$ cat config.mk
export PLATFORM = sky130hd
export DESIGN_NAME = rv32i_core
export DESIGN_NICKNAME = d
export VERILOG_FILES = /design/src/design/rv32i_pkg.sv /design/src/design/fetch_stage.sv /design/src/design/decode_stage.sv /design/src/design/regfile.sv /design/src/design/hazard_unit.sv /design/src/design/execute_stage.sv /design/src/design/memory_writeback.sv /design/src/design/rv32i_core.sv
export SDC_FILE = /design/constraint.sdc
export NUM_CORES = 2
export LEC_CHECK = 0
export BUFFER_PORTS_ARGS = -buffer_cell sky130_fd_sc_hd__buf_2
export CORE_ASPECT_RATIO = 1.75
export CORE_MARGIN = 1.5
export CORE_UTILIZATION = 50
export DETAILED_ROUTE_END_ITERATION = 16
export HOLD_SLACK_MARGIN = 0.02
export PLACE_DENSITY = 0.63
export SLEW_MARGIN = 10
export SYNTH_ARGS = -nofsm -noshare
export SYNTH_HDL_FRONTEND = slang
export SYNTH_SLANG_ARGS = --single-unit
$ cat constraint.sdc
create_clock -name clk -period 6.3 [get_ports clk]
set_input_delay 0.945 -clock clk [delete_from_list [all_inputs] [get_ports clk]]
set_output_delay 0.945 -clock clk [all_outputs]
set_load 0.02 [all_outputs]
$ cat src/design/rv32i_pkg.sv
`default_nettype none

package rv32i_pkg;

    // data, address and instruction words
    typedef logic [31:0] word_t;
    typedef logic [4:0]  reg_idx_t;
    typedef logic [3:0]  byte_en_t;

    // only the opcodes this core executes, anything else runs as a nop
    typedef enum logic [6:0] {
        op_reg   = 7'b0110011,
        op_imm   = 7'b0010011,
        op_lui   = 7'b0110111,
        op_load  = 7'b0000011,
        op_store = 7'b0100011
    } opcode_e;

    // funct3 encoding, alt bit picks sub and sra
    typedef enum logic [2:0] {
        alu_add  = 3'b000,
        alu_sll  = 3'b001,
        alu_slt  = 3'b010,
        alu_sltu = 3'b011,
        alu_xor  = 3'b100,
        alu_sr   = 3'b101,
        alu_or   = 3'b110,
        alu_and  = 3'b111
    } alu_op_e;

    // low two funct3 bits of loads and stores
    typedef enum logic [1:0] {
        size_byte = 2'b00,
        size_half = 2'b01,
        size_word = 2'b10
    } mem_size_e;

    typedef enum logic [2:0] {
        wb_alu_out,
        wb_u_imm,
        wb_lw,
        wb_lh,
        wb_lhu,
        wb_lb,
        wb_lbu
    } wb_sel_e;

    // operand source picked in front of decode
    typedef enum logic [1:0] {
        fwd_rf,
        fwd_ex,
        fwd_mem,
        fwd_wb
    } fwd_sel_e;

    // all zero is a nop
    typedef struct packed {
        alu_op_e   alu_op;
        logic      alu_alt;
        logic      b_imm;
        logic      mem_read;
        logic      mem_write;
        mem_size_e size;
        wb_sel_e   wb_sel;
        logic      reg_write;
    } ctrl_t;

    // addi x0, x0, 0
    localparam word_t NOP_INSTR = 32'h0000_0013;

endpackage

`default_nettype wire

$ cat src/design/fetch_stage.sv
`timescale 1ns/1ps
`default_nettype none

module fetch_stage #(
    parameter rv32i_pkg::word_t RESET_PC = '0
) (
    input  logic             clk,
    input  logic             rst_n,
    input  logic             advance,
    input  rv32i_pkg::word_t instr_rdata,
    output rv32i_pkg::word_t instr_addr,
    output rv32i_pkg::word_t id_instr
);

    // next fetch address, one word ahead of the request
    rv32i_pkg::word_t pc;

    always_ff @(posedge clk) begin
        if (!rst_n) begin
            pc         <= RESET_PC + 32'd4;
            instr_addr <= RESET_PC;
        end else if (advance) begin
            pc         <= pc + 32'd4;
            instr_addr <= pc;
        end
    end

    // IF/ID, starts out holding a nop
    always_ff @(posedge clk) begin
        if (!rst_n) begin
            id_instr <= rv32i_pkg::NOP_INSTR;
        end else if (advance) begin
            id_instr <= instr_rdata;
        end
    end

    // a misaligned reset pc would never be fixed up
    a_fetch_aligned: assert property (
        @(posedge clk) disable iff (!rst_n) instr_addr[1:0] == 2'b00
    );

endmodule

`default_nettype wire

$ cat src/design/decode_stage.sv
`timescale 1ns/1ps
`default_nettype none

module decode_stage (
    input  logic                clk,
    input  logic                rst_n,
    input  logic                advance,
    input  logic                bubble,
    input  rv32i_pkg::word_t    id_instr,
    input  rv32i_pkg::word_t    rs1_val,
    input  rv32i_pkg::word_t    rs2_val,
    output rv32i_pkg::reg_idx_t rs1,
    output rv32i_pkg::reg_idx_t rs2,
    output rv32i_pkg::ctrl_t    ex_ctrl,
    output rv32i_pkg::reg_idx_t ex_rd,
    output rv32i_pkg::word_t    ex_a,
    output rv32i_pkg::word_t    ex_b,
    output rv32i_pkg::word_t    ex_imm
);

    logic [2:0]          funct3;
    rv32i_pkg::reg_idx_t rd;
    rv32i_pkg::word_t    i_imm;
    rv32i_pkg::word_t    s_imm;
    rv32i_pkg::word_t    u_imm;
    rv32i_pkg::word_t    imm;
    rv32i_pkg::ctrl_t    ctrl;

    assign funct3 = id_instr[14:12];
    assign rd     = id_instr[11:7];
    assign rs1    = id_instr[19:15];
    assign rs2    = id_instr[24:20];

    assign i_imm = {{20{id_instr[31]}}, id_instr[31:20]};
    assign s_imm = {{20{id_instr[31]}}, id_instr[31:25], id_instr[11:7]};
    assign u_imm = {id_instr[31:12], 12'h000};

    always_comb begin
        ctrl = '0;
        imm  = i_imm;
        case (rv32i_pkg::opcode_e'(id_instr[6:0]))
            rv32i_pkg::op_reg: begin
                ctrl.alu_op    = rv32i_pkg::alu_op_e'(funct3);
                ctrl.alu_alt   = id_instr[30];
                ctrl.reg_write = 1'b1;
            end
            rv32i_pkg::op_imm: begin
                ctrl.alu_op    = rv32i_pkg::alu_op_e'(funct3);
                // only srai uses bit 30, for addi it is part of the immediate
                ctrl.alu_alt   = (funct3 == 3'b101) && id_instr[30];
                ctrl.b_imm     = 1'b1;
                ctrl.reg_write = 1'b1;
            end
            rv32i_pkg::op_lui: begin
                imm            = u_imm;
                ctrl.wb_sel    = rv32i_pkg::wb_u_imm;
                ctrl.reg_write = 1'b1;
            end
            rv32i_pkg::op_load: begin
                ctrl.b_imm     = 1'b1;
                ctrl.mem_read  = 1'b1;
                ctrl.size      = rv32i_pkg::mem_size_e'(funct3[1:0]);
                ctrl.reg_write = 1'b1;
                case (funct3)
                    3'b000:  ctrl.wb_sel = rv32i_pkg::wb_lb;
                    3'b001:  ctrl.wb_sel = rv32i_pkg::wb_lh;
                    3'b100:  ctrl.wb_sel = rv32i_pkg::wb_lbu;
                    3'b101:  ctrl.wb_sel = rv32i_pkg::wb_lhu;
                    default: ctrl.wb_sel = rv32i_pkg::wb_lw;
                endcase
            end
            rv32i_pkg::op_store: begin
                imm            = s_imm;
                ctrl.b_imm     = 1'b1;
                ctrl.mem_write = 1'b1;
                ctrl.size      = rv32i_pkg::mem_size_e'(funct3[1:0]);
            end
            default: ;
        endcase
        // x0 is never a forwarding source
        if (rd == '0) begin
            ctrl.reg_write = 1'b0;
        end
    end

    // ID/EX control, bubble takes the slot of the held instruction
    always_ff @(posedge clk) begin
        if (!rst_n || bubble) begin
            ex_ctrl <= '0;
        end else if (advance) begin
            ex_ctrl <= ctrl;
        end
    end

    always_ff @(posedge clk) begin
        if (advance) begin
            ex_rd  <= rd;
            ex_a   <= rs1_val;
            ex_b   <= rs2_val;
            ex_imm <= imm;
        end
    end

endmodule

`default_nettype wire

$ cat src/design/regfile.sv
`timescale 1ns/1ps
`default_nettype none

module regfile (
    input  logic                clk,
    input  logic                rst_n,
    input  logic                we,
    input  rv32i_pkg::reg_idx_t waddr,
    input  rv32i_pkg::reg_idx_t raddr_a,
    input  rv32i_pkg::reg_idx_t raddr_b,
    input  rv32i_pkg::word_t    wdata,
    output rv32i_pkg::word_t    rdata_a,
    output rv32i_pkg::word_t    rdata_b
);

    rv32i_pkg::word_t regs [32];

    // same-cycle write shows up on the read port
    function automatic rv32i_pkg::word_t read_port(input rv32i_pkg::reg_idx_t raddr);
        if (we && waddr != '0 && waddr == raddr) begin
            return wdata;
        end
        return regs[raddr];
    endfunction

    always_ff @(posedge clk) begin
        if (!rst_n) begin
            for (int i = 0; i < 32; i++) begin
                regs[i] <= '0;
            end
        end else if (we && waddr != '0) begin
            regs[waddr] <= wdata;
        end
    end

    always_comb begin
        rdata_a = read_port(raddr_a);
        rdata_b = read_port(raddr_b);
    end

endmodule

`default_nettype wire

$ cat src/design/hazard_unit.sv
`timescale 1ns/1ps
`default_nettype none

module hazard_unit (
    input  logic                 clk,
    input  logic                 rst_n,
    input  logic                 instr_read,
    input  logic                 instr_resp,
    input  logic                 data_read,
    input  logic                 data_write,
    input  logic                 data_resp,
    input  rv32i_pkg::reg_idx_t  id_rs1,
    input  rv32i_pkg::reg_idx_t  id_rs2,
    input  rv32i_pkg::reg_idx_t  ex_rd,
    input  rv32i_pkg::reg_idx_t  mem_rd,
    input  rv32i_pkg::reg_idx_t  wb_rd,
    input  logic                 ex_is_load,
    input  logic                 ex_we,
    input  logic                 mem_we,
    input  logic                 wb_we,
    output logic                 stall,
    output logic                 load_hold,
    output rv32i_pkg::fwd_sel_e  fwd_a_sel,
    output rv32i_pkg::fwd_sel_e  fwd_b_sel
);

    logic use_hazard;

    // youngest producer wins
    function automatic rv32i_pkg::fwd_sel_e pick_src(input rv32i_pkg::reg_idx_t rs);
        if (ex_we && ex_rd == rs) begin
            return rv32i_pkg::fwd_ex;
        end else if (mem_we && mem_rd == rs) begin
            return rv32i_pkg::fwd_mem;
        end else if (wb_we && wb_rd == rs) begin
            return rv32i_pkg::fwd_wb;
        end
        return rv32i_pkg::fwd_rf;
    endfunction

    // either memory still owes an answer
    assign stall = (instr_read && !instr_resp) || ((data_read || data_write) && !data_resp);

    assign use_hazard = ex_is_load && ex_rd != '0 && (ex_rd == id_rs1 || ex_rd == id_rs2);

    // only counts on an edge that actually moves the pipeline
    assign load_hold = use_hazard && !stall;

    always_comb begin
        fwd_a_sel = pick_src(id_rs1);
        fwd_b_sel = pick_src(id_rs2);
    end

    // the load has left execute after one bubble, so the hold cannot repeat
    a_one_bubble: assert property (
        @(posedge clk) disable iff (!rst_n) load_hold |=> !load_hold
    );

endmodule

`default_nettype wire

$ cat src/design/execute_stage.sv
`timescale 1ns/1ps
`default_nettype none

module execute_stage (
    input  logic                clk,
    input  logic                rst_n,
    input  logic                advance,
    input  rv32i_pkg::ctrl_t    ex_ctrl,
    input  rv32i_pkg::reg_idx_t ex_rd,
    input  rv32i_pkg::word_t    ex_a,
    input  rv32i_pkg::word_t    ex_b,
    input  rv32i_pkg::word_t    ex_imm,
    output rv32i_pkg::word_t    ex_result,
    output rv32i_pkg::ctrl_t    mem_ctrl,
    output rv32i_pkg::reg_idx_t mem_rd,
    output rv32i_pkg::word_t    mem_result,
    output rv32i_pkg::word_t    mem_store_val,
    output rv32i_pkg::byte_en_t mem_mbe
);

    rv32i_pkg::word_t    op_b;
    rv32i_pkg::word_t    alu_out;
    rv32i_pkg::byte_en_t mbe;
    logic [4:0]          shamt;

    assign op_b  = ex_ctrl.b_imm ? ex_imm : ex_b;
    assign shamt = op_b[4:0];

    always_comb begin
        case (ex_ctrl.alu_op)
            rv32i_pkg::alu_add: begin
                if (ex_ctrl.alu_alt) begin
                    alu_out = ex_a - op_b;
                end else begin
                    alu_out = ex_a + op_b;
                end
            end
            rv32i_pkg::alu_sll:  alu_out = ex_a << shamt;
            rv32i_pkg::alu_slt:  alu_out = {31'b0, $signed(ex_a) < $signed(op_b)};
            rv32i_pkg::alu_sltu: alu_out = {31'b0, ex_a < op_b};
            rv32i_pkg::alu_xor:  alu_out = ex_a ^ op_b;
            rv32i_pkg::alu_sr: begin
                // kept apart so the arithmetic shift stays signed
                if (ex_ctrl.alu_alt) begin
                    alu_out = $signed(ex_a) >>> shamt;
                end else begin
                    alu_out = ex_a >> shamt;
                end
            end
            rv32i_pkg::alu_or:   alu_out = ex_a | op_b;
            default:             alu_out = ex_a & op_b;
        endcase
    end

    // lui passes its immediate straight through
    assign ex_result = (ex_ctrl.wb_sel == rv32i_pkg::wb_u_imm) ? ex_imm : alu_out;

    // lanes from size and address offset
    always_comb begin
        mbe = '0;
        if (ex_ctrl.mem_read || ex_ctrl.mem_write) begin
            case (ex_ctrl.size)
                rv32i_pkg::size_byte: mbe = 4'b0001 << ex_result[1:0];
                rv32i_pkg::size_half: mbe = 4'b0011 << ex_result[1:0];
                default:              mbe = 4'b1111;
            endcase
        end
    end

    // EX/MEM
    always_ff @(posedge clk) begin
        if (!rst_n) begin
            mem_ctrl <= '0;
        end else if (advance) begin
            mem_ctrl <= ex_ctrl;
        end
    end

    always_ff @(posedge clk) begin
        if (advance) begin
            mem_rd        <= ex_rd;
            mem_result    <= ex_result;
            mem_store_val <= ex_b;
            mem_mbe       <= mbe;
        end
    end

endmodule

`default_nettype wire

$ cat src/design/memory_writeback.sv
`timescale 1ns/1ps
`default_nettype none

module memory_writeback (
    input  logic                clk,
    input  logic                rst_n,
    input  logic                advance,
    input  rv32i_pkg::ctrl_t    mem_ctrl,
    input  rv32i_pkg::reg_idx_t mem_rd,
    input  rv32i_pkg::word_t    mem_result,
    input  rv32i_pkg::word_t    mem_store_val,
    input  rv32i_pkg::byte_en_t mem_mbe,
    input  rv32i_pkg::word_t    data_rdata,
    output logic                data_read,
    output logic                data_write,
    output rv32i_pkg::word_t    data_addr,
    output rv32i_pkg::word_t    data_wdata,
    output rv32i_pkg::byte_en_t data_mbe,
    output rv32i_pkg::word_t    mem_fwd,
    output logic                wb_we,
    output rv32i_pkg::reg_idx_t wb_rd,
    output rv32i_pkg::word_t    wb_value
);

    logic [1:0]  offset;
    logic [7:0]  lane_b;
    logic [15:0] lane_h;

    // request straight from EX/MEM, held there until resp
    assign data_read  = mem_ctrl.mem_read;
    assign data_write = mem_ctrl.mem_write;
    assign data_addr  = {mem_result[31:2], 2'b00};
    assign data_mbe   = mem_mbe;

    // every lane carries the value, mbe picks the ones written
    always_comb begin
        case (mem_ctrl.size)
            rv32i_pkg::size_byte: data_wdata = {4{mem_store_val[7:0]}};
            rv32i_pkg::size_half: data_wdata = {2{mem_store_val[15:0]}};
            default:              data_wdata = mem_store_val;
        endcase
    end

    assign offset = mem_result[1:0];
    assign lane_b = data_rdata[{offset, 3'b000} +: 8];
    assign lane_h = offset[1] ? data_rdata[31:16] : data_rdata[15:0];

    // loaded lane or alu value, also the memory-stage forward
    always_comb begin
        case (mem_ctrl.wb_sel)
            rv32i_pkg::wb_lw:  mem_fwd = data_rdata;
            rv32i_pkg::wb_lh:  mem_fwd = {{16{lane_h[15]}}, lane_h};
            rv32i_pkg::wb_lhu: mem_fwd = {16'h0000, lane_h};
            rv32i_pkg::wb_lb:  mem_fwd = {{24{lane_b[7]}}, lane_b};
            rv32i_pkg::wb_lbu: mem_fwd = {24'h00_0000, lane_b};
            default:           mem_fwd = mem_result;
        endcase
    end

    // MEM/WB
    always_ff @(posedge clk) begin
        if (!rst_n) begin
            wb_we <= 1'b0;
        end else if (advance) begin
            wb_we <= mem_ctrl.reg_write;
        end
    end

    always_ff @(posedge clk) begin
        if (advance) begin
            wb_rd    <= mem_rd;
            wb_value <= mem_fwd;
        end
    end

    // back-pressure must not move a pending request
    a_req_stable: assert property (
        @(posedge clk) disable iff (!rst_n)
        (data_read || data_write) && !advance |=> $stable(data_addr) && $stable(data_wdata)
    );

endmodule

`default_nettype wire

$ cat src/design/rv32i_core.sv
`timescale 1ns/1ps
`default_nettype none

module rv32i_core #(
    parameter rv32i_pkg::word_t RESET_PC = '0
) (
    input  logic                clk,
    input  logic                rst_n,
    output logic                instr_read,
    output rv32i_pkg::word_t    instr_addr,
    input  logic                instr_resp,
    input  rv32i_pkg::word_t    instr_rdata,
    output logic                data_read,
    output logic                data_write,
    output rv32i_pkg::byte_en_t data_mbe,
    output rv32i_pkg::word_t    data_addr,
    output rv32i_pkg::word_t    data_wdata,
    input  logic                data_resp,
    input  rv32i_pkg::word_t    data_rdata
);

    logic                stall;
    logic                load_hold;
    logic                front_adv;
    logic                back_adv;
    rv32i_pkg::fwd_sel_e fwd_a_sel;
    rv32i_pkg::fwd_sel_e fwd_b_sel;

    rv32i_pkg::word_t    id_instr;
    rv32i_pkg::reg_idx_t id_rs1;
    rv32i_pkg::reg_idx_t id_rs2;
    rv32i_pkg::word_t    rf_a;
    rv32i_pkg::word_t    rf_b;
    rv32i_pkg::word_t    rs1_val;
    rv32i_pkg::word_t    rs2_val;

    rv32i_pkg::ctrl_t    ex_ctrl;
    rv32i_pkg::reg_idx_t ex_rd;
    rv32i_pkg::word_t    ex_a;
    rv32i_pkg::word_t    ex_b;
    rv32i_pkg::word_t    ex_imm;
    rv32i_pkg::word_t    ex_result;

    rv32i_pkg::ctrl_t    mem_ctrl;
    rv32i_pkg::reg_idx_t mem_rd;
    rv32i_pkg::word_t    mem_result;
    rv32i_pkg::word_t    mem_store_val;
    rv32i_pkg::byte_en_t mem_mbe;
    rv32i_pkg::word_t    mem_fwd;

    logic                wb_we;
    rv32i_pkg::reg_idx_t wb_rd;
    rv32i_pkg::word_t    wb_value;

    function automatic rv32i_pkg::word_t fwd_mux(
        input rv32i_pkg::fwd_sel_e sel,
        input rv32i_pkg::word_t    rf_val
    );
        case (sel)
            rv32i_pkg::fwd_ex:  return ex_result;
            rv32i_pkg::fwd_mem: return mem_fwd;
            rv32i_pkg::fwd_wb:  return wb_value;
            default:            return rf_val;
        endcase
    endfunction

    assign instr_read = rst_n;

    // front end also waits out a load-use hold
    assign front_adv = !stall && !load_hold;
    assign back_adv  = !stall;

    always_comb begin
        rs1_val = fwd_mux(fwd_a_sel, rf_a);
        rs2_val = fwd_mux(fwd_b_sel, rf_b);
    end

    fetch_stage #(
        .RESET_PC (RESET_PC)
    ) u_fetch (
        .clk         (clk),
        .rst_n       (rst_n),
        .advance     (front_adv),
        .instr_rdata (instr_rdata),
        .instr_addr  (instr_addr),
        .id_instr    (id_instr)
    );

    decode_stage u_decode (
        .clk     (clk),
        .rst_n   (rst_n),
        .advance (front_adv),
        .bubble  (load_hold),
        .id_instr(id_instr),
        .rs1_val (rs1_val),
        .rs2_val (rs2_val),
        .rs1     (id_rs1),
        .rs2     (id_rs2),
        .ex_ctrl (ex_ctrl),
        .ex_rd   (ex_rd),
        .ex_a    (ex_a),
        .ex_b    (ex_b),
        .ex_imm  (ex_imm)
    );

    regfile u_regfile (
        .clk     (clk),
        .rst_n   (rst_n),
        .we      (wb_we),
        .waddr   (wb_rd),
        .raddr_a (id_rs1),
        .raddr_b (id_rs2),
        .wdata   (wb_value),
        .rdata_a (rf_a),
        .rdata_b (rf_b)
    );

    hazard_unit u_hazard (
        .clk        (clk),
        .rst_n      (rst_n),
        .instr_read (instr_read),
        .instr_resp (instr_resp),
        .data_read  (data_read),
        .data_write (data_write),
        .data_resp  (data_resp),
        .id_rs1     (id_rs1),
        .id_rs2     (id_rs2),
        .ex_rd      (ex_rd),
        .mem_rd     (mem_rd),
        .wb_rd      (wb_rd),
        .ex_is_load (ex_ctrl.mem_read),
        .ex_we      (ex_ctrl.reg_write),
        .mem_we     (mem_ctrl.reg_write),
        .wb_we      (wb_we),
        .stall      (stall),
        .load_hold  (load_hold),
        .fwd_a_sel  (fwd_a_sel),
        .fwd_b_sel  (fwd_b_sel)
    );

    execute_stage u_execute (
        .clk           (clk),
        .rst_n         (rst_n),
        .advance       (back_adv),
        .ex_ctrl       (ex_ctrl),
        .ex_rd         (ex_rd),
        .ex_a          (ex_a),
        .ex_b          (ex_b),
        .ex_imm        (ex_imm),
        .ex_result     (ex_result),
        .mem_ctrl      (mem_ctrl),
        .mem_rd        (mem_rd),
        .mem_result    (mem_result),
        .mem_store_val (mem_store_val),
        .mem_mbe       (mem_mbe)
    );

    memory_writeback u_mem_wb (
        .clk           (clk),
        .rst_n         (rst_n),
        .advance       (back_adv),
        .mem_ctrl      (mem_ctrl),
        .mem_rd        (mem_rd),
        .mem_result    (mem_result),
        .mem_store_val (mem_store_val),
        .mem_mbe       (mem_mbe),
        .data_rdata    (data_rdata),
        .data_read     (data_read),
        .data_write    (data_write),
        .data_addr     (data_addr),
        .data_wdata    (data_wdata),
        .data_mbe      (data_mbe),
        .mem_fwd       (mem_fwd),
        .wb_we         (wb_we),
        .wb_rd         (wb_rd),
        .wb_value      (wb_value)
    );

endmodule

`default_nettype wire

==> flow_summary.toml <==
[sta]
fin_worst_skew_ns = 0.0497
setup-tns-final_ns = 0
final_hold_viol_count = 0
final_min_period_over_clock_period = 0.804
timing.final.setup_violations = 0
maxSlewHeadroom = 0.0623
rsz0062_at_grt = "no"
finalWorstPathRequiredPeriod_ns = 5.06
timing_worst_slew_pin_value_ns = 1.37
highest_clock_rate_ghz = 0.197
slew_viol_final = 0

[clocking]
setup_buffers_after_cts = 0
clkSlewWorstSetupHoldPaths_ns = 0.07
cts.root.buffer_cell = "sky130_fd_sc_hd__clkbuf_16"
cts_tree = "done"
ctsResizeCount = 0
cts-hold-fix-buffers = 0
numClockSinks = 1359
clock_tree.htree_level_count = 4
clk_latency_ns = 0.82
max-clock-path-buffers = 4
clock_buffers_created_by_tritoncts = 142

[detailed_routing]
wl_um = 327000
first_iter_violations = 6676
ant_nets = 0
drt_first_pass_iters = 8
detail_route.vias_per_cell = 6.89
detailroute.via_count = 57000
drcViolationCount = 0
route.detailed.wl_per_inst_um = 39.6

[placement]
placer_s_final_routability_congestion_estimate = 1.08
portBuffers = 166
place.detailed.hpwl_um = 225000

[logic_synthesis]
syn-mean-instance-area_um2 = 12.9
biggest_area_consumer_among_synthesized_cells = "sky130_fd_sc_hd__edfxtp_1"
synth.top_cell.area_share = 0.468
synth-edff-count = 1235
post_synth_instance_area_um2 = 79200
synth_top_cells_by_area = "sky130_fd_sc_hd__edfxtp_1 (47%), sky130_fd_sc_hd__mux4_2 (19%), sky130_fd_sc_hd__and2_1 (7.9%)"
synth-main-ff-cell = "sky130_fd_sc_hd__edfxtp_1"
synthesis.instances = 6144
synth.yosys.seq_area_share = 0.499
synth_async_sr_flop_share = 0
yosysWarningCount = 0
yosys_register_bits = 1359
yosysUniqueCellTypes = 101

[floorplanning]
placement_rows = 193
initial_utilization = 0.502
dieHeight_um = 530
fp.coreArea_um2 = 158000
die_area_um2 = 161000
io_pins = 171
chipWidth_um = 304

[power_and_ir_drop]
cellLeakagePower_nw = 31.6
p_int_mw = 17.9
p_per_area_nw_per_um2 = 322
power.net_switching_mw = 10.2
comb_power_share = 0.270
share_seq_of_total_power = 0.434
p_sw_frac = 0.363
max-vdd-ir-drop_mv = 0.316
totalPowerFinal_mw = 28.1
p_clk_frac = 0.296

[critical_path]
critPathCaptureType = "register"
critPathLaunchType = "register"
worst-endpoint-required_ns = 6.80
reg2reg_depth = 13
timing.critical_path.arrival_ns = 5.57
timing_worst_setup_path_type = "reg -> reg"
cp_max_fo = 12

[grt]
pin_count_of_the_biggest_net_entering_global_routing = 85
grt_usage = 0.408
grt_pass1_wl_um = 452000
grt_remaining_overflow = 0
antenna_found_initial = 38
first_global_vias = 57300

[worst_hold_path]
timing.hold.worst.class = "in -> reg"
worst_hold_path.num_cells = 3

[cells_and_area]
flow.area_growth_from_synthesis_pct = 10.3
finalNetCount = 6293
most_common_library_cell_in_the_layout_ignoring_fill_and_taps = "sky130_fd_sc_hd__edfxtp_1"
final_cell_mix = "sky130_fd_sc_hd__edfxtp_1 (1235), sky130_fd_sc_hd__and2_1 (1000), sky130_fd_sc_hd__mux4_2 (674)"
nFillCells = 13100
finalCoreUtilization = 0.554
final_layout_size_suffix_gt1_frac = 0.233

[run_status]
run_status = "complete, no violations"

[flow_run]
maxCapViolCount = 0
-- Yosys cell counts, types with 53 or more instances --
cell                       number
sky130_fd_sc_hd__edfxtp_1    1235
sky130_fd_sc_hd__and2_1      1000
sky130_fd_sc_hd__mux4_2       674
sky130_fd_sc_hd__clkbuf_1     437
sky130_fd_sc_hd__nand2_1      430
sky130_fd_sc_hd__a21oi_1      278
sky130_fd_sc_hd__nor2_1       262
sky130_fd_sc_hd__mux2i_1      218
sky130_fd_sc_hd__o21ai_0      173
sky130_fd_sc_hd__inv_1        152
sky130_fd_sc_hd__dfxtp_1      124
sky130_fd_sc_hd__ha_1         109
sky130_fd_sc_hd__buf_2         73
sky130_fd_sc_hd__nand3_1       65
sky130_fd_sc_hd__o21ai_1       53
-- per-layer routing --
metal	vias up	wire length, um	GRT usage
li1	23000	-	-
met1	29000	102000	0.423
met3	1385	26400	0.0880
met2	3634	162000	0.684
met5	-	194	0
met4	26	36900	0.398
-- registers in the layout, summed over array words and instances, names as in the netlist, 4 cells and up, named ones only --
| name | cells |
|---|---|
| u_regfile.regs | 1024 |
| u_mem_wb.wb_value | 32 |
| u_fetch.id_instr | 32 |
| u_execute.mem_result | 32 |
| u_decode.ex_imm | 32 |
| u_execute.mem_store_val | 32 |
| u_fetch.instr_addr | 30 |
| u_execute.mem_ctrl | 8 |
| u_decode.ex_b | 32 |
| u_fetch.pc | 30 |
| u_decode.ex_a | 32 |
| u_mem_wb.wb_rd | 5 |
| u_execute.mem_rd | 5 |
| u_decode.ex_ctrl | 13 |
| u_decode.ex_rd | 5 |
| u_execute.mem_mbe | 4 |
-- path summary, 6_finish.rpt --
kind / to / slack [ns] / startpoint
max: u_decode.ex_b[31] / 1.24 / u_decode.ex_imm[5]
min: u_fetch.id_instr[4] / 0.39 / instr_rdata[4]
max reg2reg: u_decode.ex_b[31] / 1.24 / u_decode.ex_imm[5]
min reg2reg: u_fetch.instr_addr[30] / 0.45 / u_fetch.instr_addr[30]
-- worst max-delay path: stages (launching register included) --
cell and delay [ns]:
sky130_fd_sc_hd__edfxtp_1 0.95, sky130_fd_sc_hd__mux2i_1 0.29, sky130_fd_sc_hd__ha_1 0.63, sky130_fd_sc_hd__nand4_1 0.15, sky130_fd_sc_hd__o22ai_1 0.49, sky130_fd_sc_hd__nor3b_1 0.11, sky130_fd_sc_hd__buf_4 0.16, sky130_fd_sc_hd__o31ai_2 0.65
sky130_fd_sc_hd__nor4bb_1 0.48, sky130_fd_sc_hd__a21boi_0 0.22, sky130_fd_sc_hd__xor2_1 0.17, sky130_fd_sc_hd__o221ai_1 0.16, sky130_fd_sc_hd__a22oi_2 0.22, sky130_fd_sc_hd__o21ai_1 0.09
-- kinds of logic after synthesis --
group | count (synthesis) | share of synthesized area
compound gates | 935 | 0.0758
simple gates | 1943 | 0.131
fa+ha+maj | 112 | 0.0178
buf+inv | 783 | 0.0420
mux | 917 | 0.223
flops | 1359 | 0.499
other cells | 1 | 0.0000473
xor+xnor | 94 | 0.0104
-- power groups by stage --
| stage | logic, mW | registers [mW] | clock network [mW] |
|---|---|---|---|
| after floorplan | 5.10 | 11.1 | 0 |
| after CTS | 7.31 | 12.1 | 8.38 |
| after global placement | 7.32 | 12.3 | 0 |
| after global routing | 7.84 | 12.3 | 8.66 |
| final | 7.60 | 12.2 | 8.33 |
| after detailed placement | 7.28 | 12.3 | 0 |
-- area by class of cell --
class | count | area (um2) | area share
clock buffer | 175 | 3820 | 0.0437
inverter | 158 | 611 | 0.00699
tap | 2047 | 2560 | 0.0293
clock inverter | 58 | 546 | 0.00624
antenna | 29 | 72.6 | 0.000830
sequential | 1359 | 39600 | 0.453
timing repair buffer | 416 | 3020 | 0.0346
multi-input combinational | 4037 | 37200 | 0.425
-- metrics by stage --
step	worst slack, ns	cell area, um2	hold slack [ns]	instances
3_3_place_gp	1.39	82900	0.440	8014
4_1_cts	1.43	87300	0.349	8247
5_1_grt	1.08	87300	0.387	8258
3_5_place_dp	1.44	82900	0.441	8014
2_1_floorplan	1.29	79400	0.422	6179
6_report	1.24	87400	0.395	8279
(Power assumes the default switching activity.)
